$ cat src/include/demo_defs.svh
// Bus widths, memory map and reset values of the demo fabric

`ifndef DEMO_DEFS_SVH
`define DEMO_DEFS_SVH

// Bus widths
`define DEMO_DATA_W 32
`define DEMO_ADDR_W 32
`define DEMO_BE_W   4

// RAM region, 4 KiB
`define DEMO_RAM_START 32'h00100000
`define DEMO_RAM_SIZE  32'h00001000

// Peripheral regions, 4 KiB each
`define DEMO_GPIO_START  32'h80000000
`define DEMO_TIMER_START 32'h80002000
`define DEMO_REGION_SIZE 32'h00001000

// Timer reset values
`define DEMO_MTIME_RST     {`DEMO_DATA_W{1'b0}}
`define DEMO_TIMER_CMP_RST {`DEMO_DATA_W{1'b1}}

// GPIO widths and output reset value
`define DEMO_GPO_W   16
`define DEMO_GPI_W   8
`define DEMO_GPO_RST {`DEMO_GPO_W{1'b0}}

`endif

$ cat src/verilog/demo_pkg.sv
// Bus vector types, request and response structs, device select
// and the byte-enable merge shared by all writable registers

`include "demo_defs.svh"

package demo_pkg;

  typedef logic [`DEMO_DATA_W-1:0] data_t;
  typedef logic [`DEMO_ADDR_W-1:0] addr_t;
  typedef logic [`DEMO_BE_W-1:0]   strb_t;

  typedef struct packed {
    addr_t addr;
    logic  we;
    strb_t be;
    data_t wdata;
  } bus_req_t;

  // Host side response
  typedef struct packed {
    logic  rvalid;
    logic  err;
    data_t rdata;
  } bus_rsp_t;

  // Device side response, no error path
  typedef struct packed {
    logic  rvalid;
    data_t rdata;
  } dev_rsp_t;

  typedef enum logic [1:0] {
    DEV_RAM,
    DEV_GPIO,
    DEV_TIMER,
    DEV_NONE
  } dev_sel_e;

  // Replace the enabled bytes of old_val with those of new_val
  function automatic data_t apply_be(data_t old_val, data_t new_val, strb_t be);
    data_t res;
    res = old_val;
    for (int i = 0; i < `DEMO_BE_W; i++) begin
      if (be[i]) res[i*8 +: 8] = new_val[i*8 +: 8];
    end
    return res;
  endfunction

endpackage

$ cat src/verilog/timer.sv
// Machine timer with mtime counter, mtimecmp compare register
// and registered interrupt

`timescale 1ns/1ps

`include "demo_defs.svh"

module timer import demo_pkg::*; (
  input  logic     clk_sys_i,
  input  logic     rst_sys_ni,
  input  logic     req_i,
  input  bus_req_t req_pkt_i,
  output dev_rsp_t rsp_o,
  output logic     timer_irq_o
);

  localparam int OffW = $clog2(`DEMO_REGION_SIZE);

  logic [OffW-1:0] offset;
  logic            mtime_we;
  logic            mtimecmp_we;
  data_t           mtime_q;
  data_t           mtimecmp_q;
  logic            irq_q;
  logic            rvalid_q;
  data_t           rdata_q;

  assign offset      = req_pkt_i.addr[OffW-1:0];
  assign mtime_we    = req_i && req_pkt_i.we && (offset == OffW'(0));
  assign mtimecmp_we = req_i && req_pkt_i.we && (offset == OffW'(4));

  always_ff @(posedge clk_sys_i or negedge rst_sys_ni) begin
    if (!rst_sys_ni) begin
      mtime_q    <= `DEMO_MTIME_RST;
      mtimecmp_q <= `DEMO_TIMER_CMP_RST;
      irq_q      <= 1'b0;
      rvalid_q   <= 1'b0;
    end else begin
      // Written value takes the place of the increment
      if (mtime_we) mtime_q <= apply_be(mtime_q, req_pkt_i.wdata, req_pkt_i.be);
      else          mtime_q <= mtime_q + 1'b1;

      if (mtimecmp_we) begin
        mtimecmp_q <= apply_be(mtimecmp_q, req_pkt_i.wdata, req_pkt_i.be);
      end

      irq_q    <= (mtime_q >= mtimecmp_q);  // Unsigned compare
      rvalid_q <= req_i;
    end
  end

  always_ff @(posedge clk_sys_i) begin
    if (req_i && !req_pkt_i.we) begin
      if (offset == OffW'(0))      rdata_q <= mtime_q;
      else if (offset == OffW'(4)) rdata_q <= mtimecmp_q;
      else                         rdata_q <= '0;
    end
  end

  assign timer_irq_o = irq_q;
  assign rsp_o       = '{rvalid: rvalid_q, rdata: rdata_q};

endmodule
$ cat config.mk
export PLATFORM = sky130hd
export DESIGN_NAME = timer
export DESIGN_NICKNAME = d
export VERILOG_FILES = /design/src/verilog/demo_pkg.sv /design/src/verilog/timer.sv
export VERILOG_INCLUDE_DIRS = /design/src /design/src/include
export SDC_FILE = /design/constraint.sdc
export NUM_CORES = 1
export LEC_CHECK = 0
export BUFFER_PORTS_ARGS = -buffer_cell sky130_fd_sc_hd__buf_2
export CAP_MARGIN = 10
export CELL_PAD_IN_SITES_DETAIL_PLACEMENT = 0
export CELL_PAD_IN_SITES_GLOBAL_PLACEMENT = 1
export CORE_MARGIN = 2
export CORE_UTILIZATION = 39
export DETAILED_ROUTE_END_ITERATION = 12
export GPL_ROUTABILITY_DRIVEN = 0
export PLACE_DENSITY_LB_ADDON = 0.3
export RECOVER_POWER = 25
export SLEW_MARGIN = 20
export SYNTH_ARGS = -nofsm -noshare
export SYNTH_HDL_FRONTEND = slang
export SYNTH_SLANG_ARGS = --single-unit
export TNS_END_PERCENT = 30
$ cat constraint.sdc
create_clock -name clk_sys_i -period 1.9 [get_ports clk_sys_i]
set_clock_uncertainty 0.05 [all_clocks]
set_input_delay 0.475 -clock clk_sys_i [delete_from_list [all_inputs] [get_ports clk_sys_i]]
set_output_delay 0.475 -clock clk_sys_i [all_outputs]
set_load 0.1 [all_outputs]
==> metrics.yaml <==
outcome:
  run_status: "finished, violations left"
  violations: "max-capacitance violations, max-slew violations, negative setup slack"
global_route:
  grt_pass1_vias: 4908
  grt_use_total_pct: 20.6
  grt_pass1_wl_um: 23600
  grt_max_degree: 67
  grt_overflow: 0
  antenna_found_initial: 0
clocking:
  htree_num_levels: 3
  cts_tree: "yes"
  cts_root_buf: "clkbuf_16"
  insertion_delay_ns: 0.36
  clockBufferDepth: 2
  cts_made_buffers: 9
  clock-sinks: 98
  path_clk_slew_ns: 0.07
timing:
  maxSlewHeadroom_pct: -4.56
  slew_viol_final: 67
  tns_ns: -0.0621
  worstMarginPinSlew_ns: 1.57
  min_period_over_period_pct: 103
  clock.fmax_mhz: 512
  setup_slack_ns: -0.0531
  post-route-min-period_ns: 1.95
  hold_violations: 0
  setup_violations: 2
  rsz0062_at_grt: "true"
power_and_ir_drop:
  total_power_mw: 5.01
  pwr_density_cell_nw_per_um2: 647
  power.leakage_nw: 3.38
  vdd_drop_max_uv: 512
floorplanning:
  start_util_pct: 39.7
  io_pins: 106
  std_cell_rows: 43
  chipWidth_um: 123
  chipHeight_um: 123
  die-area_um2: 15000
  fp.coreArea_um2: 13800
layout:
  layout.nets: 829
  final_util_pct: 56.0
  areaGrowthSynthToFinish_pct: 41.1
  drive_above_1_share_pct: 47.3
  antenna_cells: 0
  mostFrequentLayoutCell: "buf_4"
  final_cell_mix: "buf_4, buf_2, nor2_1"
routing:
  wirelength_um: 14900
  first_pass_iters: 6
  drt_first_iter_violations: 200
  wire_per_inst_um: 16.4
  vias: 4754
  drcViolationCount: 0
  ant_nets: 0
  drt-vias-per-instance: 5.23
synth:
  synth_edf_count: 32
  netlist_instances: 516
  yosys_warnings: 0
  syn-num-nets: 621
  synthArstFlopShare_pct: 67.3
  ys_types: 55
  syn_avg_cell_area_um2: 10.6
  seq_area_frac_synth_pct: 48.3
  netlist_area_um2: 5490
  synth_seq_cells: 98
  ys.flop_type: "dfrtp_1"
setup_path:
  critical_path_required_ns: 2.14
  path_cells: "inv_2 -> ha_4 -> nand4_1 -> or2_4 -> a2111oi_4 -> nor4b_2 -> o21ai_1"
  worstSetupPathType: "register to register"
  cp_slowest_cell: "dfstp_2"
  max_stage_delay_ns: 0.54
  end_kind: "register"
  crit_fanout: 2
  crit_arrival_ns: 2.19
  startpoint_type: "register"
hold_path:
  hp-class: "primary input to register"
flow_run:
  drv_cap: 1
placement:
  dp_slack_ns: -0.325
  dp_hpwl_um: 10500
  portBuffers: 85
## state kept, by name, summed over array words and instances, names as in the netlist
| name | count |
|---|---|
| mtimecmp_q | 32 |
| mtime_q | 32 |
| timer_irq_o | 1 |
| rvalid_q | 1 |
| rdata_q | 32 |
## routing by layer
layer  track usage (%)  up-vias  wire [µm]
met3              4.04       29        593
met4              7.33        0        369
met1              24.0     2308       6150
met2              37.3      107       7840
li1                  -     2310          -
met5                 0        -          0
## timing repair
item / in CTS / in global routing
endpoints found under the hold margin: 0 / 0
gates resized for setup: 37 / 35
pin swaps: 17 / 16
endpoints found under the setup margin: 11 / 18
setup buffers: 15 / 17
hold buffers: 0 / 0
## power breakdown
part,leakage [nW],total (mW),switching [mW],internal [mW]
logic,2.16,0.864,0.514,0.350
registers,1.07,2.33,0.0615,2.26
clock network,0.138,1.82,0.801,1.02
total,3.38,5.01,1.38,3.63
## metrics by stage
step                hold WS (ns)  cell area (µm²)  std cells
detailed placement         0.481             6890        862
finish                     0.310             7740        909
global placement           0.474             6890        862
floorplan                  0.129             5490        516
global route               0.317             7740        909
CTS                       0.0980             7480        892
## synth_stat cells, drive strengths merged (3+ instances only)
| master | number | area [µm²] |
|---|---|---|
| or3 | 3 | 18.8 |
| mux2 | 31 | 349 |
| and3 | 7 | 45.1 |
| o311ai | 6 | 52.6 |
| a2111oi | 3 | 26.3 |
| a211oi | 8 | 60.1 |
| o221a | 4 | 45.0 |
| dfrtp | 34 | 851 |
| or4 | 3 | 26.3 |
| inv | 42 | 158 |
| a211o | 3 | 26.3 |
| o21ai | 14 | 70.1 |
| nor4 | 4 | 52.6 |
| clkbuf | 14 | 53.8 |
| and4 | 4 | 35.0 |
| edfxtp | 32 | 961 |
| mux2i | 34 | 340 |
| a21o | 7 | 52.6 |
| o211ai | 7 | 52.6 |
| o22ai | 3 | 18.8 |
| nand4 | 10 | 68.8 |
| dfstp | 32 | 841 |
| a311oi | 3 | 26.3 |
| nor3 | 10 | 61.3 |
| nand3 | 28 | 153 |
| buf | 5 | 32.5 |
| ha | 33 | 413 |
| a21oi | 25 | 125 |
| and2 | 3 | 21.3 |
| nand2 | 34 | 128 |
| nor2 | 55 | 206 |
## kinds of logic (layout without fill, tap and decap cells)
| kind of cell | after synthesis | in the layout | synth area share [%] |
|---|---|---|---|
| mux | 65 | 65 | 12.6 |
| flops | 98 | 98 | 48.3 |
| fa+ha+maj | 33 | 33 | 7.52 |
| simple gates | 171 | 171 | 16.2 |
| buf+inv | 61 | 274 | 4.44 |
| compound gates | 88 | 88 | 10.9 |
## final cells by class
class / count / area [µm²]
fill: 1235 / 6080
multi-input combinational: 357 / 2910
sequential: 98 / 2650
timing repair buffer: 216 / 1520
clock buffer: 13 / 240
tap: 180 / 225
inverter: 42 / 158
clock inverter: 3 / 40.0
## critical path, delay by kind of cell, from the launching register on
family	cells	cell delay, ns
compound gates	2	0.45
fa+ha+maj	1	0.26
buf+inv	1	0.05
flops	1	0.54
simple gates	3	0.54
## path summary, 6_finish.rpt
kind / from / endpoint / slack (ns) / cells past startpoint
min reg2reg: mtime_q[28] / mtime_q[28] / 0.54 / 2
max reg2reg: mtimecmp_q[13] / timer_irq_o / -0.05 / 7
max in group asynchronous: rst_sys_ni / mtime_q[21] / 0.30 / 2
min: req_pkt_i[27] / mtime_q[27] / 0.31 / 3
max: mtimecmp_q[13] / timer_irq_o / -0.05 / 7
min in group asynchronous: rst_sys_ni / mtime_q[7] / 0.55 / 2
(Power assumes the default switching activity.)
