--- src/include/demo_defs.svh ---
// Bus widths, memory map and reset values of the demo fabric

`ifndef DEMO_DEFS_SVH
`define DEMO_DEFS_SVH

// Bus widths
`define DEMO_DATA_W 32
`define DEMO_ADDR_W 32
`define DEMO_BE_W   4

// RAM region, 4 KiB
`define DEMO_RAM_START 32'h00100000
`define DEMO_RAM_SIZE  32'h00001000

// Peripheral regions, 4 KiB each
`define DEMO_GPIO_START  32'h80000000
`define DEMO_TIMER_START 32'h80002000
`define DEMO_REGION_SIZE 32'h00001000

// Timer reset values
`define DEMO_MTIME_RST     {`DEMO_DATA_W{1'b0}}
`define DEMO_TIMER_CMP_RST {`DEMO_DATA_W{1'b1}}

// GPIO widths and output reset value
`define DEMO_GPO_W   16
`define DEMO_GPI_W   8
`define DEMO_GPO_RST {`DEMO_GPO_W{1'b0}}

`endif

--- src/verilog/demo_pkg.sv ---
// Bus vector types, request and response structs, device select
// and the byte-enable merge shared by all writable registers

`include "demo_defs.svh"

package demo_pkg;

  typedef logic [`DEMO_DATA_W-1:0] data_t;
  typedef logic [`DEMO_ADDR_W-1:0] addr_t;
  typedef logic [`DEMO_BE_W-1:0]   strb_t;

  typedef struct packed {
    addr_t addr;
    logic  we;
    strb_t be;
    data_t wdata;
  } bus_req_t;

  // Host side response
  typedef struct packed {
    logic  rvalid;
    logic  err;
    data_t rdata;
  } bus_rsp_t;

  // Device side response, no error path
  typedef struct packed {
    logic  rvalid;
    data_t rdata;
  } dev_rsp_t;

  typedef enum logic [1:0] {
    DEV_RAM,
    DEV_GPIO,
    DEV_TIMER,
    DEV_NONE
  } dev_sel_e;

  // Replace the enabled bytes of old_val with those of new_val
  function automatic data_t apply_be(data_t old_val, data_t new_val, strb_t be);
    data_t res;
    res = old_val;
    for (int i = 0; i < `DEMO_BE_W; i++) begin
      if (be[i]) res[i*8 +: 8] = new_val[i*8 +: 8];
    end
    return res;
  endfunction

endpackage

--- src/verilog/gpio.sv ---
// GPIO block with a byte-enabled output register
// and a synchronised, readable input port

`timescale 1ns/1ps

`include "demo_defs.svh"

module gpio import demo_pkg::*; (
  input  logic                   clk_sys_i,
  input  logic                   rst_sys_ni,
  input  logic                   req_i,
  input  bus_req_t               req_pkt_i,
  output dev_rsp_t               rsp_o,
  input  logic [`DEMO_GPI_W-1:0] gp_i,
  output logic [`DEMO_GPO_W-1:0] gp_o
);

  localparam int OffW = $clog2(`DEMO_REGION_SIZE);

  logic [OffW-1:0]        offset;
  logic [`DEMO_GPO_W-1:0] gpo_q;
  logic [`DEMO_GPI_W-1:0] gpi_meta_q;
  logic [`DEMO_GPI_W-1:0] gpi_sync_q;
  data_t                  gpo_wr;
  logic                   rvalid_q;
  data_t                  rdata_q;

  assign offset = req_pkt_i.addr[OffW-1:0];
  assign gpo_wr = apply_be(data_t'(gpo_q), req_pkt_i.wdata, req_pkt_i.be);

  always_ff @(posedge clk_sys_i or negedge rst_sys_ni) begin
    if (!rst_sys_ni) begin
      gpo_q      <= `DEMO_GPO_RST;
      gpi_meta_q <= '0;
      gpi_sync_q <= '0;
      rvalid_q   <= 1'b0;
    end else begin
      gpi_meta_q <= gp_i;        // Two-flop synchroniser
      gpi_sync_q <= gpi_meta_q;
      rvalid_q   <= req_i;
      if (req_i && req_pkt_i.we && offset == '0) gpo_q <= gpo_wr[`DEMO_GPO_W-1:0];
    end
  end

  always_ff @(posedge clk_sys_i) begin
    if (req_i && !req_pkt_i.we) begin
      if (offset == OffW'(0))      rdata_q <= data_t'(gpo_q);
      else if (offset == OffW'(4)) rdata_q <= data_t'(gpi_sync_q);
      else                         rdata_q <= '0;
    end
  end

  assign gp_o  = gpo_q;
  assign rsp_o = '{rvalid: rvalid_q, rdata: rdata_q};

endmodule

--- config.mk ---
export PLATFORM = sky130hd
export DESIGN_NAME = gpio
export DESIGN_NICKNAME = d
export VERILOG_FILES = /design/src/verilog/demo_pkg.sv /design/src/verilog/gpio.sv
export VERILOG_INCLUDE_DIRS = /design/src /design/src/include
export SDC_FILE = /design/constraint.sdc
export NUM_CORES = 1
export LEC_CHECK = 0
export BUFFER_PORTS_ARGS = -buffer_cell sky130_fd_sc_hd__clkbuf_2
export CAP_MARGIN = 20
export CORE_MARGIN = 4
export CORE_UTILIZATION = 30
export CTS_BUF_LIST = sky130_fd_sc_hd__clkbuf_8
export DETAILED_ROUTE_END_ITERATION = 10
export HOLD_SLACK_MARGIN = 0.06
export PLACE_DENSITY_LB_ADDON = 0.3
export SYNTH_ARGS = -nofsm -noshare
export SYNTH_HDL_FRONTEND = slang
export SYNTH_SLANG_ARGS = --single-unit
export TNS_END_PERCENT = 10
--- constraint.sdc ---
create_clock -name clk_sys_i -period 1.1 [get_ports clk_sys_i]
set_input_delay 0.22 -clock clk_sys_i [delete_from_list [all_inputs] [get_ports clk_sys_i]]
set_output_delay 0.22 -clock clk_sys_i [all_outputs]
set_load 0.02 [all_outputs]
==> flow_summary.toml, run 1 <==
[status]
status = "complete, but fails checks"
violations = "setup timing"

[floorplanning]
fp.dieW_um = 87.5
row_count = 28
ios = 129
dieArea_sq_um = 7650
die-height_um = 87.5
coreArea_sq_um = 6030
start_util_pct = 31.4

[yosys]
yosysTopAreaCellShare_pct = 43.6
ys_ff_latch = 49
netlist_instances = 119
netlist_top_cells_area = "dfrtp_1 44%, edfxtp_1 25%, mux2_2 9.5%, buf_4 6.7%, mux2i_1 4.2%"
yosysTopAreaCell = "dfrtp_1"
avgSynthCellArea_sq_um = 15.9
yosysUniqueCellTypes = 16
synth_warnings = 0
syn_area_sq_um = 1890
synth_seq_area_share_pct = 69.0

[worst_hold_path]
hp-class = "in -> reg"

[worst_setup_path]
reg2reg_from = "gp_o[2]"
worstSetupStartpoint = "req_pkt_i[38]"
path_class = "in -> reg"
r2r-end = "rdata_q[2]"
crit_arrival_ns = 1.68
crit_required_ns = 1.29
timing.reg2reg.setup_slack_ns = 0.25
critPathLaunchType = "input port"
worstSetupEndpoint = "gp_o[6]"
reg2reg_depth = 2
end_kind = "register"
cp_max_fo = 8

[clock_network]
clk_pin_slew_ns = 0.09
clock_sinks = 49
worstSkewPairLatency_ns = 0.30
cts_tree = "yes"
cts_buffer_depth = 2
ctsRootBufferMaster = "clkbuf_8"
cts_buffers = 5
htreeDepth = 2

[sta]
fin_crit_sh_pct = 135
finalCriticalPeriod_ns = 1.48
rsz0062_at_grt = "yes"
fin_ws_ns = -0.383
slew_viol_final = 0
setup_violations = 33
hold_viol_final = 0
maxClockFrequency_mhz = 674
finalClockSkew_ns = 0.00796

[global_route]
grt_pass1_vias = 1176
grt_usage_pct = 10.7
grt_first_pass_wirelength_um = 6070
grt_overflow = 0
grt_max_degree = 34
antenna_found_initial = 0

[layout]
fillers = 565
drive_gt1_share_pct = 52.6
area_growth_pct = 39.4
multiInputGateArea_sq_um = 561
final_common_cell = "clkbuf_2"
final_cell_mix = "54 x clkbuf_2, 33 x dfrtp_1, 16 x conb_1, 16 x edfxtp_1, 15 x buf_2"
antenna_cells = 0
final_net_count = 294
seqCellArea_sq_um = 1310

[route]
ant_nets = 0
viasPerCell = 4.13
drtIter0Drc = 53
routed_wirelength_um = 3990
vias = 1197
remaining_drc_errors = 0
detail_route.first_pass.iterations = 4
wl_per_cell_um = 13.8

[placed_design]
place_congestion = 0.732
numPortBuffers = 74
dp_hpwl_um = 3080
dp_slack_ns = -0.744

[run]
cap_viol_max_count = 0

[pwr]
ir_worst_vdd_uv = 732
leakage_nw = 1.30
power_density_nw_per_um2 = 1250
total_power_mw = 3.31
[cell families (layout without fill, tap and decap cells)]
group	after synthesis	after routing	share of synthesized area [%]
other	1	16	0.198
muxes	24	24	13.7
buffers and inverters	19	100	7.13
DFF	49	49	69.0
and+or+nand+nor	26	26	9.97
[worst min-delay path by stage]
| stage | startpoint | endpoint | slack [ns] | depth (start not counted) |
|---|---|---|---|---|
| 2_1_floorplan | rst_sys_ni | gp_o[0] | -0.08 | 0 |
| 3_3_place_gp | rst_sys_ni | gpi_meta_q[1] | 0.19 | 2 |
| 3_5_place_dp | rst_sys_ni | gpi_meta_q[1] | 0.19 | 2 |
| 4_1_cts | req_pkt_i[1] | gp_o[1] | 0.14 | 2 |
| 5_1_grt | req_pkt_i[0] | gp_o[0] | 0.14 | 2 |
| 6_report | req_pkt_i[7] | gp_o[7] | 0.15 | 2 |
[Yosys cell counts]
cell	n
and2_1	8
buf_4	17
clkbuf_1	2
conb_1	1
dfrtp_1	33
edfxtp_1	16
mux2_2	16
mux2i_1	8
nand4b_1	2
nor2_1	8
nor2b_1	1
nor4_1	1
nor4_4	2
or3_1	1
or3_2	1
or4_4	2
[per-layer routing]
| metal | part of all wire [%] | global-route usage, % | vias to the layer above |
|---|---|---|---|
| met5 | 0 | 0 | - |
| met4 | 1.7 | 4.32 | 0 |
| met3 | 5.7 | 2.84 | 6 |
| met2 | 56 | 19.1 | 48 |
| met1 | 37 | 12.0 | 570 |
| li1 | - | - | 573 |
[registers in the layout (all words and copies together), names as in the netlist]
signal and cells:
gp_o 16, rdata_q 16, rvalid_q 1, gpi_sync_q 8, gpi_meta_q 8
[power breakdown]
group / internal, mW / switching, mW
registers: 1.93 / 0.0140
logic: 0.129 / 0.178
clock network: 0.454 / 0.601
[timing repair]
| action | 4_1_cts | 5_1_grt |
|---|---|---|
| pin swaps | 11 | 3 |
| endpoints found under the setup margin | 43 | 55 |
| setup buffers | 0 | 1 |
| cloned | 0 | 0 |
| gates resized for setup | 13 | 32 |
| hold endpoints to repair | 41 | 0 |
| hold buffers | 9 | 0 |
[area by class of cell]
class,count,share of cell area [%]
repair buffers,92,22.4
clock buffers,5,2.61
well taps,75,3.55
flip-flops and latches,49,49.5
clock inverters,3,0.758
multi-input cells,66,21.2
[worst max-delay path, cell delays in order]
cell and delay [ns]:
clkbuf_2 0.08, or4_4 0.57, nor4_4 0.28, buf_6 0.19, mux2_2 0.34
[stage by stage]
stage               setup TNS [ns]  util [%]  cells  hold WS, ns  cell area, sq um
finish                      -10.86      43.8    290        0.147              2640
global route                -11.89      43.8    290        0.137              2640
CTS                         -10.16      43.0    289        0.137              2590
detailed placement          -23.10      39.2    272        0.194              2360
global placement            -22.59      39.2    272        0.192              2360
floorplan                   -24.23         -    134      -0.0756              1950
(Power assumes the default switching activity.)
==> run 2: changes to the inputs <==
--- a/config.mk
+++ b/config.mk
@@ -17,4 +17,4 @@
 export SYNTH_ARGS = -nofsm -noshare
 export SYNTH_HDL_FRONTEND = slang
 export SYNTH_SLANG_ARGS = --single-unit
-export TNS_END_PERCENT = 10
+export TNS_END_PERCENT = 1
==> flow_summary.toml, run 2 (synthesis gave the netlist of run 1 again) <==
[clock_network]
cts_buffer_depth = 2
clk_pin_slew_ns = 0.09
clock_sinks = 49
cts_tree = "yes"
cts_buffers = 5
htreeDepth = 2
ctsRootBufferMaster = "clkbuf_8"
worstSkewPairLatency_ns = 0.30

[worst_setup_path]
cp_max_fo = 8
critPathLaunchType = "input port"
r2r-end = "rdata_q[6]"
worstSetupStartpoint = "req_pkt_i[43]"
crit_arrival_ns = 1.69
end_kind = "register"
worstSetupEndpoint = "gp_o[0]"
reg2reg_depth = 2
timing.reg2reg.setup_slack_ns = 0.23
reg2reg_from = "gp_o[6]"
crit_required_ns = 1.29
path_class = "in -> reg"

[layout]
final_cell_mix = "52 x clkbuf_2, 33 x dfrtp_1, 18 x buf_2, 16 x conb_1, 16 x edfxtp_1"
antenna_cells = 0
drive_gt1_share_pct = 52.5
final_common_cell = "clkbuf_2"
area_growth_pct = 39.0
final_net_count = 296
instances_no_fill = 292
finalCoreUtilization_pct = 43.7

[pwr]
internal_power_mw = 2.51
power_density_nw_per_um2 = 1250
ir_worst_vdd_uv = 835
total_power_mw = 3.30
clkPwrFrac_pct = 31.8
p_switching_mw = 0.785
seqPwrFrac_pct = 59.0
swShare_pct = 23.8
p_comb_share_pct = 9.2
leakage_nw = 1.30

[status]
status = "complete, but fails checks"
violations = "setup timing"

[sta]
rsz0062_at_grt = "yes"
hold_ws_ns = 0.148
slew_viol_final = 0
finalClockSkew_ns = 0.00584
finalCriticalPeriod_ns = 1.50
hold_viol_final = 0
fin_ws_ns = -0.397
fin_crit_sh_pct = 136
setup_violations = 34
maxClockFrequency_mhz = 668

[floorplanning]
fp.dieW_um = 87.5
die-height_um = 87.5
ios = 129
start_util_pct = 31.4
coreArea_sq_um = 6030
dieArea_sq_um = 7650
row_count = 28

[route]
remaining_drc_errors = 0
vias = 1244
detail_route.first_pass.iterations = 4
drtIter0Drc = 18
wl_per_cell_um = 13.4
ant_nets = 0
routed_wirelength_um = 3920
viasPerCell = 4.26

[global_route]
grt_max_degree = 22
grt_first_pass_wirelength_um = 6240
grt_pass1_vias = 1326
grt_usage_pct = 10.8
antenna_found_initial = 0
grt_overflow = 0

[worst_hold_path]
hp-class = "in -> reg"

[run]
cap_viol_max_count = 0

[placed_design]
dp_slack_ns = -0.752
dp_hpwl_um = 3080
place_congestion = 0.762
dp_cells = 274
numPortBuffers = 74
-- run 2: changes by cell type in the layout (fill, tap and decap cells not counted), sizes merged --
cell / previous run / this run
buf: 29 / 33
clkbuf: 59 / 57
clkinvlp: 0 / 1
inv: 2 / 1
-- run 2: through the flow --
| stage | cell area, sq um | setup TNS (ns) |
|---|---|---|
| 2_1_floorplan | 1950 | -24.23 |
| 3_3_place_gp | 2370 | -22.19 |
| 3_5_place_dp | 2370 | -22.62 |
| 4_1_cts | 2610 | -11.47 |
| 5_1_grt | 2630 | -12.60 |
| 6_report | 2630 | -11.46 |
-- run 2: cell type report --
cell class | count | area [sq um]
timing repair buffer | 94 | 592
clock inverter | 3 | 21.3
multi-input combinational | 66 | 551
fill | 555 | 3390
tap | 75 | 93.8
clock buffer | 5 | 68.8
sequential | 49 | 1310
-- run 2: worst max-delay path, stage by stage --
cell and delay (ns):
clkbuf_2 0.08, or4_4 0.58, nor4_4 0.29, buf_6 0.19, mux2_2 0.33
-- run 2: repair_timing --
item	CTS	global route
endpoints found under the hold margin	20	0
resized for setup	14	30
setup endpoints to repair	42	57
hold buffers	9	0
setup buffers	1	0
pin swaps	4	1
-- run 2: power by group through the flow --
stage          clock (mW)  sequential [mW]  combinational [mW]
2_1_floorplan           0             2.01               0.141
3_3_place_gp            0             1.98               0.277
3_5_place_dp            0             1.99               0.280
4_1_cts              1.10             1.95               0.310
5_1_grt              1.17             1.95               0.334
6_report             1.05             1.95               0.305
-- run 2: per-layer routing --
layer / global-route usage [%] / part of all wire [%]
met1: 10.9 / 35
met5: 0 / 0
met3: 3.31 / 6.4
met2: 20.3 / 57
met4: 4.46 / 1.4
-- run 2: worst min path at each step --
stage | slack, ns | cells past startpoint | from | endpoint
global route | 0.13 | 2 | req_pkt_i[2] | gp_o[2]
floorplan | -0.08 | 0 | rst_sys_ni | gp_o[0]
finish | 0.15 | 2 | req_pkt_i[6] | gp_o[6]
global placement | 0.15 | 1 | rst_sys_ni | gpi_meta_q[7]
detailed placement | 0.15 | 1 | rst_sys_ni | gpi_meta_q[7]
CTS | 0.13 | 2 | req_pkt_i[3] | gp_o[3]
==> run 3: changes to the inputs <==
--- a/config.mk
+++ b/config.mk
@@ -6,6 +6,7 @@
 export SDC_FILE = /design/constraint.sdc
 export NUM_CORES = 1
 export LEC_CHECK = 0
+export ABC_AREA = 1
 export BUFFER_PORTS_ARGS = -buffer_cell sky130_fd_sc_hd__clkbuf_2
 export CAP_MARGIN = 20
 export CORE_MARGIN = 4
==> flow_summary.toml, run 3 <==
[status]
status = "completed"

[route]
drtIter0Drc = 51
viasPerCell = 4.09
ant_nets = 0
remaining_drc_errors = 0
wl_per_cell_um = 11.9
vias = 1469
routed_wirelength_um = 4270
detail_route.first_pass.iterations = 2

[floorplanning]
fp.dieW_um = 89.6
coreArea_sq_um = 6420
ios = 129
die-height_um = 89.6
dieArea_sq_um = 8030
start_util_pct = 31.1
row_count = 29

[layout]
fillers = 609
final_common_cell = "nand2_1"
final_net_count = 361
antenna_cells = 0
drive_gt1_share_pct = 37.6
final_cell_mix = "59 x nand2_1, 52 x clkbuf_2, 33 x dfrtp_1"
area_growth_pct = 39.3

[worst_setup_path]
path_buf_inv = 1
crit_arrival_ns = 0.87
critPathLaunchType = "register"
cp_slowest_stage_delay_ns = 0.41
crit_family = "flip-flops"
cp_slowest_cell = "dfrtp_1"
path_class = "reg -> out"
reg2reg_from = "gp_o[4]"
end_kind = "primary output"
cp_max_fo = 3
crit_required_ns = 0.88
worstSetupStartpoint = "gp_o[7]"
cp_cell_sequence = "buf_2"

[clock_network]
ctsRootBufferMaster = "clkbuf_8"
clock_sinks = 49
clk_pin_slew_ns = 0.09
cts_buffers = 5
worstSkewPairLatency_ns = 0.29
cts_tree = "yes"
htreeDepth = 2
cts_buffer_depth = 2

[sta]
fin_crit_sh_pct = 99.1
rsz0062_at_grt = "yes"
finalClockSkew_ns = 0.00252
maxClockFrequency_mhz = 918
finalCriticalPeriod_ns = 1.09
tns_ns = 0
slew_viol_final = 0
hold_viol_final = 0
hold_ws_ns = 0.116
setup_violations = 0

[yosys]
synth_common_cells = "59 x nand2_1, 33 x dfrtp_1, 17 x buf_4"
yosysMostFrequentCell = "nand2_1"
synth_seq_area_share_pct = 65.3
yosysTopAreaCell = "dfrtp_1"
netlist_top_cells_area = "dfrtp_1 41%, edfxtp_1 24%, nand2_1 11%, buf_4 6.4%, nand3_1 4.0%"
yosysTopAreaCellShare_pct = 41.3
yosysUniqueCellTypes = 18
avgSynthCellArea_sq_um = 11.0
ys_ff_latch = 49
yosys_most_used_dff = "dfrtp_1"
netlist_instances = 182
syn_area_sq_um = 2000
synth_warnings = 0
synth_edf_count = 16
async_flop_share_pct = 67.3

[pwr]
leakage_nw = 1.42
ir_worst_vdd_uv = 806
power_density_nw_per_um2 = 1350

[global_route]
grt_overflow = 0
grt_usage_pct = 10.6
antenna_found_initial = 0
grt_max_degree = 34
grt_pass1_vias = 1374
grt_first_pass_wirelength_um = 6310

[placed_design]
numPortBuffers = 74
dp_hpwl_um = 3230
place_congestion = 0.683

[worst_hold_path]
holdCritStartpoint = "req_pkt_i[5]"
hp-class = "in -> reg"

[run]
cap_viol_max_count = 0
==> run 3: changes by cell type after synthesis, moves of 3 or more <==
cell | previous run | this run
nor2_1 | 8 | 15
nor2_4 | 0 | 3
mux2i_1 | 8 | 0
mux2_2 | 16 | 0
inv_1 | 0 | 11
and2_1 | 8 | 0
nand3_1 | 0 | 16
nand2_1 | 0 | 59
==> run 3: cell type report <==
class | count | area (sq um) | area share, %
multi-input cells | 115 | 537 | 19.3
clock buffers | 5 | 68.8 | 2.47
repair buffers | 98 | 663 | 23.8
flip-flops and latches | 49 | 1310 | 46.9
clock inverters | 3 | 68.8 | 2.47
well taps | 77 | 96.3 | 3.46
inverters | 12 | 45.0 | 1.62
==> run 3: power breakdown <==
part	internal, mW	switching (mW)	total [mW]
combinational	0.118	0.177	0.294
sequential	1.93	0.0141	1.95
clock	0.915	0.591	1.51
==> run 3: worst paths after layout <==
path                                      end  slack [ns]  cells past startpoint
worst min-delay path                  gp_o[5]        0.12                      3
max in group asynchronous            gp_o[13]        0.52                      3
worst min register to register  gpi_sync_q[5]        0.35                      0
worst max register to register     rdata_q[4]        0.20                      3
min in group asynchronous       gpi_meta_q[7]        0.41                      3
worst max-delay path                  gp_o[7]        0.01                      1
==> run 3: worst register-to-register path, stage by stage (launching register included) <==
cell and delay (ns):
dfrtp_1 0.41, buf_4 0.14, nand3_1 0.07, nand2_1 0.05
==> run 3: metrics by stage <==
step | instances | setup slack (ns) | area [sq um] | power (mW) | util [%]
after floorplan | 197 | 0.0343 | 2060 | 2.15 | -
after global placement | 335 | -0.201 | 2450 | 2.25 | 38.2
after detailed placement | 335 | -0.203 | 2450 | 2.26 | 38.2
after CTS | 354 | -0.0107 | 2700 | 3.80 | 42.0
after global routing | 359 | -0.0326 | 2790 | 3.90 | 43.4
final | 359 | 0.0101 | 2790 | 3.75 | 43.4
==> run 3: cells by family (layout without fill, tap and decap cells) <==
group	after synthesis	count (layout)	synth area share [%]
DFF	49	49	65.3
buffers and inverters	33	118	10.8
and+or+nand+nor	99	99	23.7
other	1	16	0.188
==> run 3: layer usage <==
| layer | vias up | GRT usage (%) | wire length, um |
|---|---|---|---|
| met5 | - | 0 | 0 |
| li1 | 738 | - | - |
| met4 | 0 | 3.25 | 19 |
| met2 | 58 | 18.2 | 2170 |
| met3 | 2 | 2.92 | 330 |
| met1 | 671 | 12.8 | 1760 |
==> run 3: timing repair <==
item                                    4_1_cts  5_1_grt
endpoints found under the hold margin        42        0
endpoints found under the setup margin       10       23
pin swaps                                     0        0
resized for setup                             1       37
hold buffers                                 10        0
buffers inserted                              1        5
