## config.mk

```make
export PLATFORM = sky130hd
export DESIGN_NAME = bus_decoder
export DESIGN_NICKNAME = d
export VERILOG_FILES = /design/src/verilog/demo_pkg.sv /design/src/verilog/bus_decoder.sv
export VERILOG_INCLUDE_DIRS = /design/src /design/src/include
export SDC_FILE = /design/constraint.sdc
export NUM_CORES = 1
export LEC_CHECK = 0
export BUFFER_PORTS_ARGS = -buffer_cell sky130_fd_sc_hd__buf_2
export CAP_MARGIN = 20
export CORE_AREA = 3 3 106 108
export DETAILED_ROUTE_END_ITERATION = 8
export DIE_AREA = 0 0 109 111
export SKIP_CTS_REPAIR_TIMING = 1
export SYNTH_ARGS = -nofsm -noshare
export SYNTH_HDL_FRONTEND = slang
export SYNTH_SLANG_ARGS = --single-unit
```

## constraint.sdc

```tcl
create_clock -name clk_sys_i -period 2.76 [get_ports clk_sys_i]
set_input_delay 0 -clock clk_sys_i [delete_from_list [all_inputs] [get_ports clk_sys_i]]
set_output_delay 0 -clock clk_sys_i [all_outputs]
set_load 0.005 [all_outputs]
```

## src/include/demo_defs.svh

```systemverilog
// Bus widths, memory map and reset values of the demo fabric

`ifndef DEMO_DEFS_SVH
`define DEMO_DEFS_SVH

// Bus widths
`define DEMO_DATA_W 32
`define DEMO_ADDR_W 32
`define DEMO_BE_W   4

// RAM region, 4 KiB
`define DEMO_RAM_START 32'h00100000
`define DEMO_RAM_SIZE  32'h00001000

// Peripheral regions, 4 KiB each
`define DEMO_GPIO_START  32'h80000000
`define DEMO_TIMER_START 32'h80002000
`define DEMO_REGION_SIZE 32'h00001000

// Timer reset values
`define DEMO_MTIME_RST     {`DEMO_DATA_W{1'b0}}
`define DEMO_TIMER_CMP_RST {`DEMO_DATA_W{1'b1}}

// GPIO widths and output reset value
`define DEMO_GPO_W   16
`define DEMO_GPI_W   8
`define DEMO_GPO_RST {`DEMO_GPO_W{1'b0}}

`endif

```

## src/verilog/demo_pkg.sv

```systemverilog
// Bus vector types, request and response structs, device select
// and the byte-enable merge shared by all writable registers

`include "demo_defs.svh"

package demo_pkg;

  typedef logic [`DEMO_DATA_W-1:0] data_t;
  typedef logic [`DEMO_ADDR_W-1:0] addr_t;
  typedef logic [`DEMO_BE_W-1:0]   strb_t;

  typedef struct packed {
    addr_t addr;
    logic  we;
    strb_t be;
    data_t wdata;
  } bus_req_t;

  // Host side response
  typedef struct packed {
    logic  rvalid;
    logic  err;
    data_t rdata;
  } bus_rsp_t;

  // Device side response, no error path
  typedef struct packed {
    logic  rvalid;
    data_t rdata;
  } dev_rsp_t;

  typedef enum logic [1:0] {
    DEV_RAM,
    DEV_GPIO,
    DEV_TIMER,
    DEV_NONE
  } dev_sel_e;

  // Replace the enabled bytes of old_val with those of new_val
  function automatic data_t apply_be(data_t old_val, data_t new_val, strb_t be);
    data_t res;
    res = old_val;
    for (int i = 0; i < `DEMO_BE_W; i++) begin
      if (be[i]) res[i*8 +: 8] = new_val[i*8 +: 8];
    end
    return res;
  endfunction

endpackage

```

## src/verilog/bus_decoder.sv

```systemverilog
// Address decoder for one host and three devices, with the
// registered device select and the error response for unmapped addresses

`timescale 1ns/1ps

`include "demo_defs.svh"

module bus_decoder import demo_pkg::*; (
  input  logic     clk_sys_i,
  input  logic     rst_sys_ni,

  input  logic     host_req_i,
  output logic     host_gnt_o,
  input  bus_req_t host_req_pkt_i,
  output bus_rsp_t host_rsp_o,

  output logic     ram_req_o,
  output logic     gpio_req_o,
  output logic     timer_req_o,
  output bus_req_t dev_req_pkt_o,
  input  dev_rsp_t ram_rsp_i,
  input  dev_rsp_t gpio_rsp_i,
  input  dev_rsp_t timer_rsp_i
);

  localparam addr_t RamMask    = ~(`DEMO_RAM_SIZE - 1);
  localparam addr_t RegionMask = ~(`DEMO_REGION_SIZE - 1);

  dev_sel_e sel;
  dev_sel_e sel_q;    // Device of the access in flight
  logic     pend_q;
  logic     we_q;
  logic     rsp_valid;
  data_t    rsp_rdata;

  always_comb begin
    if ((host_req_pkt_i.addr & RamMask) == `DEMO_RAM_START) begin
      sel = DEV_RAM;
    end else if ((host_req_pkt_i.addr & RegionMask) == `DEMO_GPIO_START) begin
      sel = DEV_GPIO;
    end else if ((host_req_pkt_i.addr & RegionMask) == `DEMO_TIMER_START) begin
      sel = DEV_TIMER;
    end else begin
      sel = DEV_NONE;
    end
  end

  assign host_gnt_o    = host_req_i;  // No back-pressure
  assign ram_req_o     = host_req_i && (sel == DEV_RAM);
  assign gpio_req_o    = host_req_i && (sel == DEV_GPIO);
  assign timer_req_o   = host_req_i && (sel == DEV_TIMER);
  assign dev_req_pkt_o = host_req_pkt_i;

  always_ff @(posedge clk_sys_i or negedge rst_sys_ni) begin
    if (!rst_sys_ni) begin
      pend_q <= 1'b0;
      sel_q  <= DEV_NONE;
      we_q   <= 1'b0;
    end else begin
      pend_q <= host_req_i;
      sel_q  <= sel;
      we_q   <= host_req_pkt_i.we;
    end
  end

  always_comb begin
    unique case (sel_q)
      DEV_RAM:   {rsp_valid, rsp_rdata} = ram_rsp_i;
      DEV_GPIO:  {rsp_valid, rsp_rdata} = gpio_rsp_i;
      DEV_TIMER: {rsp_valid, rsp_rdata} = timer_rsp_i;
      default:   {rsp_valid, rsp_rdata} = {pend_q, {`DEMO_DATA_W{1'b0}}};  // Unmapped
    endcase
  end

  assign host_rsp_o.rvalid = rsp_valid;
  assign host_rsp_o.err    = pend_q && (sel_q == DEV_NONE);
  assign host_rsp_o.rdata  = (rsp_valid && !we_q) ? rsp_rdata : '0;  // Writes read zero

endmodule

```

==> impl_metrics.ini, run 1 <==
[detailed_routing]
initialDrtViolationCount = 94
remaining_drc_errors = 0
wl_per_cell_um = 14.0
vias_per_cell = 4.06
dr.pass1.iters = 4
ant_nets = 0
routed_wl_um = 6840
vias = 1987

[global_routing]
grt_first_pass_wirelength_um = 9860
grt_pass1_vias = 2036
overflow = 0
grt_util_all_layers_pct = 10.0
antenna_found_initial = 1
grt_max_degree = 33

[place]
gp_congestion = 0.825
post-place-ws_ps = 624
io_buffers = 181
place.detailed.hpwl_um = 5660

[clock_network]
max-clock-path-buffers = 2
cts_tree = done
cts_inserted_buffers = 3
path_clk_slew_ps = 30
cts_root_buffer = clkbuf_8
cts_htree_levels = 1
clock-sinks = 4

[worst_setup_path]
criticalPathCategory = register to output port
critPathRequiredTime_ps = 2760
cp-end-kind = output port
startpoint_type = register
arrival_ps = 2300
worst-path-max-fanout = 32

[run_status]
status = finished, final reports clean

[synthesis]
synth_flop_cell = dfstp_2
yosysTopAreaCell = buf_4
synth.area.top_cells = buf_4, mux2i_1, a21oi_2
yosysSeqAreaShare_pct = 5.46
synth_cells = 247
netlist_area_um2 = 1880
syn_avg_cell_area_um2 = 7.61
synth.top_cell.area_share_pct = 28.7
async_flop_share_pct = 100
synth_edf_count = 0
synth_fp_nets = 418
ys_ff_latch = 4
synth_cell_types = 28
yosys_warnings = 0

[pwr]
ir_drop_uv = 102
p_leak_nw = 1.31
power_density_nw_per_um2 = 146

[sta]
finalCritPeriodShare_pct = 83.3
fmax_ghz = 0.435
grt_setup_unrepaired = false
final-hold-violation-count = 0
worst_slew_margin_rel_pct = 58.5
slew_violations = 0
worst_slack_ps = 460
worstMarginPinSlew_ps = 622
setup_tns_ps = 0
setup_viol = 0
period_minus_slack_ps = 2300

[hold_path]
holdPathEnd = dev_req_pkt_o[0]
hold_depth = 0
hold_start = host_req_pkt_i[0]
hp-class = input port to output port

[cells_and_area]
nets = 525
layout_common_cells = buf_2, nand2_1, mux2i_1, or2_2, a21oi_2
area_growth_pct = 27.6
n_antenna_cell = 0
final_common_cell = buf_2
drive_gt1_share_pct = 72.5

[job]
maxCapViolations = 0

[floorplan]
die_w_um = 109
num_rows = 37
die_height_um = 111
io_pins = 278
coreArea_um2 = 10300
initial_core_util_pct = 18.2
die-area_um2 = 12100
==> cells by family after synthesis <==
kind of cell	after synthesis	share of synthesized area (%)
buffers and inverters	86	35.2
AO/OA/AOI/OAI	35	16.4
multiplexers	34	18.6
flip-flops	4	5.46
AND/OR/NAND/NOR	87	23.9
XOR/XNOR	1	0.466
==> state kept, by name, indices dropped and copies added, names as in the netlist <==
register	cells
pend_q	1
sel_q	2
we_q	1
==> how the worst max path moves through the flow <==
stage	cells after the start	slack, ps	end	from
after global placement	5	670	host_rsp_o[1]	sel_q[0]$_DFF_PN1_
after floorplan	5	1370	host_rsp_o[10]	sel_q[0]$_DFF_PN1_
after global routing	5	290	host_rsp_o[11]	sel_q[0]$_DFF_PN1_
after CTS	5	400	host_rsp_o[1]	sel_q[0]$_DFF_PN1_
final	5	460	host_rsp_o[1]	sel_q[0]$_DFF_PN1_
after detailed placement	5	620	host_rsp_o[1]	sel_q[0]$_DFF_PN1_
==> power breakdown <==
| part | switching (mW) | internal [mW] |
|---|---|---|
| Combinational | 0.0654 | 0.0945 |
| Sequential | 0.000961 | 0.0607 |
| Clock | 0.0312 | 0.0987 |
==> metrics by stage <==
step           utilization (%)  cells  power [mW]  hold WS, ps  area, um2
6_report                  23.2    489       0.351      0.00199       2400
5_1_grt                   23.2    489       0.377      0.00797       2400
4_1_cts                   23.0    486       0.354         -425       2370
3_5_place_dp              22.5    482       0.220         -191       2320
3_3_place_gp              22.5    482       0.217         -196       2320
2_1_floorplan                -    247       0.186         -296       1880
==> critical path, cell delays in order (launching register included) <==
cell and delay [ps]:
dfstp_2 820, buf_4 380, and2b_2 480, nand2_1 170, a21oi_2 70, buf_2 150
==> cell usage after synthesis, types with 2 or more instances <==
cell type and count:
nand2_1 35, a21oi_1 4, nor2_1 3, mux2i_1 32
dfstp_2 2, buf_8 3, dfrtp_1 2, nand3_1 2
nor4_1 4, or3_1 2, clkbuf_1 3, buf_4 72
buf_2 3, buf_6 4, nor3_1 3, or2_2 32
a21oi_2 30
==> layer usage <==
layer	vias to the layer above	routed length, um	global-route usage, %
met5	-	13	0
met4	2	136	3.03
met3	26	812	3.38
met2	128	3610	20.1
met1	873	2260	9.10
li1	958	-	-
==> final cells by class <==
cell class	count	area, um2
Clock buffer	4	45.0
Multi-Input combinational cell	157	1120
Tap cell	136	170
Sequential cell	4	103
Fill cell	1152	7920
Timing Repair Buffer	188	966
Note: power is estimated with default switching activity, not from simulation.
==> run 2, diff against run 1 <==
--- a/config.mk
+++ b/config.mk
@@ -6,11 +6,12 @@
 export SDC_FILE = /design/constraint.sdc
 export NUM_CORES = 1
 export LEC_CHECK = 0
+export ABC_AREA = 1
 export BUFFER_PORTS_ARGS = -buffer_cell sky130_fd_sc_hd__buf_2
 export CAP_MARGIN = 20
-export CORE_AREA = 3 3 106 108
+export CORE_AREA = 3 3 107 109
 export DETAILED_ROUTE_END_ITERATION = 8
-export DIE_AREA = 0 0 109 111
+export DIE_AREA = 0 0 110 112
 export SKIP_CTS_REPAIR_TIMING = 1
 export SYNTH_ARGS = -nofsm -noshare
 export SYNTH_HDL_FRONTEND = slang
==> constraint.sdc (replaced) <==
create_clock -name clk_sys_i -period 2.15 [get_ports clk_sys_i]
set_input_delay 0 -clock clk_sys_i [delete_from_list [all_inputs] [get_ports clk_sys_i]]
set_output_delay 0 -clock clk_sys_i [all_outputs]
set_load 0.005 [all_outputs]
==> impl_metrics.ini, run 2 <==
[sta]
finalCritPeriodShare_pct = 91.8
fmax_ghz = 0.506
slew_violations = 0
worst_slew_margin_rel_pct = 57.6
setup_viol = 0
setup_tns_ps = 0
final-hold-violation-count = 0
period_minus_slack_ps = 1970
grt_setup_unrepaired = false
worstMarginPinSlew_ps = 635

[synthesis]
synth_top_family_by_area = buffers and inverters
synth_flop_cell = dfstp_2
synth_most_common_cell = buf_4
synth.area.top_cells = buf_4, nand3_1, a31oi_1
syn_avg_cell_area_um2 = 6.05
yosysSeqAreaShare_pct = 5.53
synth_edf_count = 0
yosys_warnings = 0
synth_mux_area_share_pct = 0
synth_cells = 307
synth_cell_types = 18
synth_compound_area_share_pct = 11.1
ys_top_cells_by_count = buf_4, nand3_1, nor2_1
synth_fa_ha_area_share_pct = 0
synth_fp_nets = 478
async_flop_share_pct = 100
ys_ff_latch = 4
synth.top_cell.area_share_pct = 28.7
synth_xor_area_share_pct = 0
yosysTopAreaCell = buf_4
yosys.area_share.simple_pct = 41.0
netlist_area_um2 = 1860

[pwr]
power_density_nw_per_um2 = 178
p_leak_nw = 1.31
ir_drop_uv = 125

[floorplan]
die_w_um = 110
io_pins = 278
num_rows = 38
coreArea_um2 = 10700
die_height_um = 112
initial_core_util_pct = 17.4
die-area_um2 = 12300

[worst_setup_path]
arrival_ps = 1970
crit_start = sel_q[1]$_DFF_PN1_
critPathSlowestCell = dfstp_2
criticalPathCategory = register to output port
startpoint_type = register
cp-end-kind = output port
critPathRequiredTime_ps = 2150
cpPeakStageDelay_ps = 520
worst-path-max-fanout = 34
path_cells = buf_4 -> nand3_1 -> nand4_2 -> nand2_4 -> nor2_1 -> buf_2

[clock_network]
cts_root_buffer = clkbuf_8
path_clk_slew_ps = 30
cts_inserted_buffers = 3
cts_tree = done
max-clock-path-buffers = 2
cts_htree_levels = 1
clock-sinks = 4

[global_routing]
overflow = 0
grt_first_pass_wirelength_um = 10100
grt_util_all_layers_pct = 10.5
grt_pass1_vias = 2059
antenna_found_initial = 0
grt_max_degree = 60

[detailed_routing]
routed_wl_um = 7410
vias = 2306
ant_nets = 0
initialDrtViolationCount = 232
wl_per_cell_um = 13.7
remaining_drc_errors = 0
dr.pass1.iters = 4
vias_per_cell = 4.25

[place]
gp_congestion = 0.749
placed_area_um2 = 2230
io_buffers = 181
place.detailed.hpwl_um = 5960
numPlacedInstances = 536

[cells_and_area]
layout.cells.non_filler = 542
fin_area_um2 = 2300
final_common_cell = buf_2
drive_gt1_share_pct = 50.2
largest_register_ffs = 2
nets = 575
n_antenna_cell = 0
seq_area_um2 = 103
multi_input_area_um2 = 966
reg_top3 = sel_q (2), pend_q (1), we_q (1)
max_flop_register = sel_q
area_growth_pct = 23.9
layout_common_cells = buf_2, nand3_1, nor2_1
nFillCells = 1264

[run_status]
status = finished, final reports clean

[job]
maxCapViolations = 0

[hold_path]
hp-class = input port to output port
hold_start = host_req_pkt_i[40]
run 2: cell types whose count changed after synthesis, moves of 8 or more:
cell | before | now
a31oi_1 | 0 | 32
nand3_1 | 2 | 62
a21oi_2 | 30 | 0
buf_6 | 4 | 13
buf_2 | 3 | 12
nand3_2 | 0 | 8
or2_2 | 32 | 0
mux2i_1 | 32 | 0
inv_1 | 0 | 11
nor2_1 | 3 | 45
run 2: area by class of cell:
class / instances / share of cell area, %
well taps: 140 / 7.62
clock buffers: 3 / 1.80
flip-flops and latches: 4 / 4.46
repair buffers: 188 / 42.0
inverters: 13 / 2.12
multi-input cells: 194 / 42.0
run 2: power by group:
group          switching, mW  internal (mW)  total (mW)
Clock                 0.0370          0.119       0.156
Sequential          0.000642         0.0779      0.0785
Combinational         0.0722          0.102       0.174
run 2: per-stage QoR:
| step | total power [mW] | utilization [%] | hold WS, ps | worst slack (ps) |
|---|---|---|---|---|
| 3_3_place_gp | 0.250 | 20.8 | -186 | 366 |
| 2_1_floorplan | 0.212 | - | -296 | 959 |
| 5_1_grt | 0.442 | 21.5 | 0.00796 | 6.08 |
| 4_1_cts | 0.412 | 21.2 | -416 | 153 |
| 3_5_place_dp | 0.251 | 20.8 | -189 | 380 |
| 6_report | 0.409 | 21.5 | 0.00198 | 175 |
run 2: routing by layer:
layer | track usage (%) | share of wire, % | up-vias
li1 | - | - | 1148
met1 | 9.60 | 33 | 988
met2 | 20.6 | 51 | 132
met3 | 2.67 | 13 | 38
met4 | 4.90 | 3.3 | 0
met5 | 0 | 0 | -
run 2: path summary, 6_finish.rpt:
path,slack [ps],end,depth (start not counted)
max in group asynchronous,1800,sel_q[0]$_DFF_PN1_,2
min in group asynchronous,140,we_q$_DFF_PN0_,2
worst min-delay path,0.002,dev_req_pkt_o[40],0
worst max-delay path,180,host_rsp_o[19],6
run 2: cell families (layout without fill, tap and decap cells):
group                  count (synthesis)  after routing
and+or+nand+nor                      161            161
buffers and inverters                109            204
AOI/OAI and AO/OA                     33             33
DFF                                    4              4
run 2: worst max-delay path: cells and delay by family, from the launching register on:
family,cells,cell delay (ps)
buf+inv,2,490
simple gates,4,740
flops,1,520
==> run 3, diff against run 2 <==
--- a/config.mk
+++ b/config.mk
@@ -6,12 +6,11 @@
 export SDC_FILE = /design/constraint.sdc
 export NUM_CORES = 1
 export LEC_CHECK = 0
-export ABC_AREA = 1
 export BUFFER_PORTS_ARGS = -buffer_cell sky130_fd_sc_hd__buf_2
 export CAP_MARGIN = 20
-export CORE_AREA = 3 3 107 109
+export CORE_AREA = 3 3 106 108
 export DETAILED_ROUTE_END_ITERATION = 8
-export DIE_AREA = 0 0 110 112
+export DIE_AREA = 0 0 109 111
 export SKIP_CTS_REPAIR_TIMING = 1
 export SYNTH_ARGS = -nofsm -noshare
 export SYNTH_HDL_FRONTEND = slang
==> impl_metrics.ini, run 3 (same netlist as run 1, synthesis figures left out) <==
[run_status]
status = finished, final reports clean

[detailed_routing]
wl_per_cell_um = 13.6
initialDrtViolationCount = 89
vias_per_cell = 4.00
remaining_drc_errors = 0
ant_nets = 0
vias = 1954
dr.pass1.iters = 4
routed_wl_um = 6630

[worst_setup_path]
startpoint_type = register
worst-path-max-fanout = 32
criticalPathCategory = register to output port
crit_buf_inv = 2
critPathRequiredTime_ps = 2150
critPathTopFamily = simple AND/OR/NAND/NOR gates
critPathSlowestCell = dfstp_2
path_cells = buf_4 -> and2b_2 -> nand2_1 -> a21oi_2 -> buf_2
cpPeakStageDelay_ps = 570
arrival_ps = 1900
cp-end-kind = output port

[hold_path]
hold_start = host_req_pkt_i[0]
hp-class = input port to output port
holdPathEnd = dev_req_pkt_o[0]
hold_depth = 0

[sta]
setup_tns_ps = 0
slew_violations = 0
final-hold-violation-count = 0
finalCritPeriodShare_pct = 88.5
grt_setup_unrepaired = false
period_minus_slack_ps = 1900
worst_slew_margin_rel_pct = 60.3
setup_viol = 0
worstMarginPinSlew_ps = 595
fmax_ghz = 0.526

[cells_and_area]
layout_common_cells = buf_2, nand2_1, mux2i_1, or2_2, a21oi_2
fin_area_um2 = 2410
area_growth_pct = 28.1
largest_register_ffs = 2
reg_top3 = sel_q (2), pend_q (1), we_q (1)
max_flop_register = sel_q
drive_gt1_share_pct = 72.7
n_antenna_cell = 0
utilization_pct = 23.3
nFillCells = 1138
layout.cells.non_filler = 488
nets = 525
final_common_cell = buf_2

[clock_network]
cts_root_buffer = clkbuf_8
cts_htree_levels = 1
cts_inserted_buffers = 3
cts_tree = done
clock-sinks = 4
max-clock-path-buffers = 2
path_clk_slew_ps = 30

[pwr]
ir_drop_uv = 141
p_leak_nw = 1.31
power_density_nw_per_um2 = 183

[global_routing]
antenna_found_initial = 0
grt_util_all_layers_pct = 9.81
grt_first_pass_wirelength_um = 9670
grt_pass1_vias = 1993
grt_max_degree = 36
overflow = 0

[place]
gp_congestion = 0.812
io_buffers = 181
numPlacedInstances = 482
place.detailed.hpwl_um = 5620
placed_area_um2 = 2340

[floorplan]
io_pins = 278
die_w_um = 109
num_rows = 37
die_height_um = 111
coreArea_um2 = 10300
die-area_um2 = 12100
initial_core_util_pct = 18.2

[job]
maxCapViolations = 0
run 3: changes by cell type in the layout (fill, tap and decap cells not counted), moves of 2 or more:
cell | before | now
nand3_1 | 62 | 2
nor2_1 | 45 | 3
a31oi_1 | 32 | 0
mux2i_1 | 0 | 32
or2_2 | 0 | 32
a21oi_2 | 0 | 30
inv_1 | 11 | 0
nand3_2 | 8 | 0
a21oi_1 | 0 | 4
nor4_1 | 0 | 4
nand2_1 | 38 | 35
inv_2 | 2 | 0
or3_1 | 0 | 2
run 3: layout make-up:
cell class | count | area, um2 | share of cell area (%)
multi-input cells | 157 | 1120 | 46.3
repair buffers | 188 | 978 | 40.6
well taps | 136 | 170 | 7.06
flip-flops and latches | 4 | 103 | 4.26
clock buffers | 3 | 41.3 | 1.71
run 3: how the worst max path moves through the flow:
stage                                   from              to  slack, ps  depth (start not counted)
after global routing      sel_q[0]$_DFF_PN1_   host_rsp_o[7]        100                          5
after floorplan           sel_q[0]$_DFF_PN1_  host_rsp_o[10]        760                          5
after global placement    sel_q[0]$_DFF_PN1_   host_rsp_o[1]        430                          5
final                     sel_q[0]$_DFF_PN1_  host_rsp_o[19]        250                          5
after CTS                 sel_q[0]$_DFF_PN1_   host_rsp_o[1]        180                          5
after detailed placement  sel_q[0]$_DFF_PN1_   host_rsp_o[1]        410                          5
run 3: where the power goes:
part           internal, mW  leakage, nW  total (mW)  switching, mW
combinational         0.124         1.25       0.207         0.0831
sequential           0.0779       0.0443      0.0791        0.00118
clock                 0.119       0.0216       0.154         0.0348
run 3: per-layer routing:
layer / track usage, % / wire length (um) / up-vias
met1: 9.17 / 2230 / 853
met3: 2.91 / 795 / 20
li1: - / - / 957
met5: 0 / 0 / -
met4: 2.69 / 96 / 0
met2: 19.8 / 3510 / 124
run 3: per-stage QoR:
stage / power [mW] / hold WS, ps / setup slack [ps]
2_1_floorplan: 0.239 / -296 / 764
3_3_place_gp: 0.282 / -196 / 432
3_5_place_dp: 0.285 / -192 / 410
4_1_cts: 0.446 / -420 / 180
5_1_grt: 0.473 / 0.00797 / 95.4
6_report: 0.440 / 0.00199 / 248
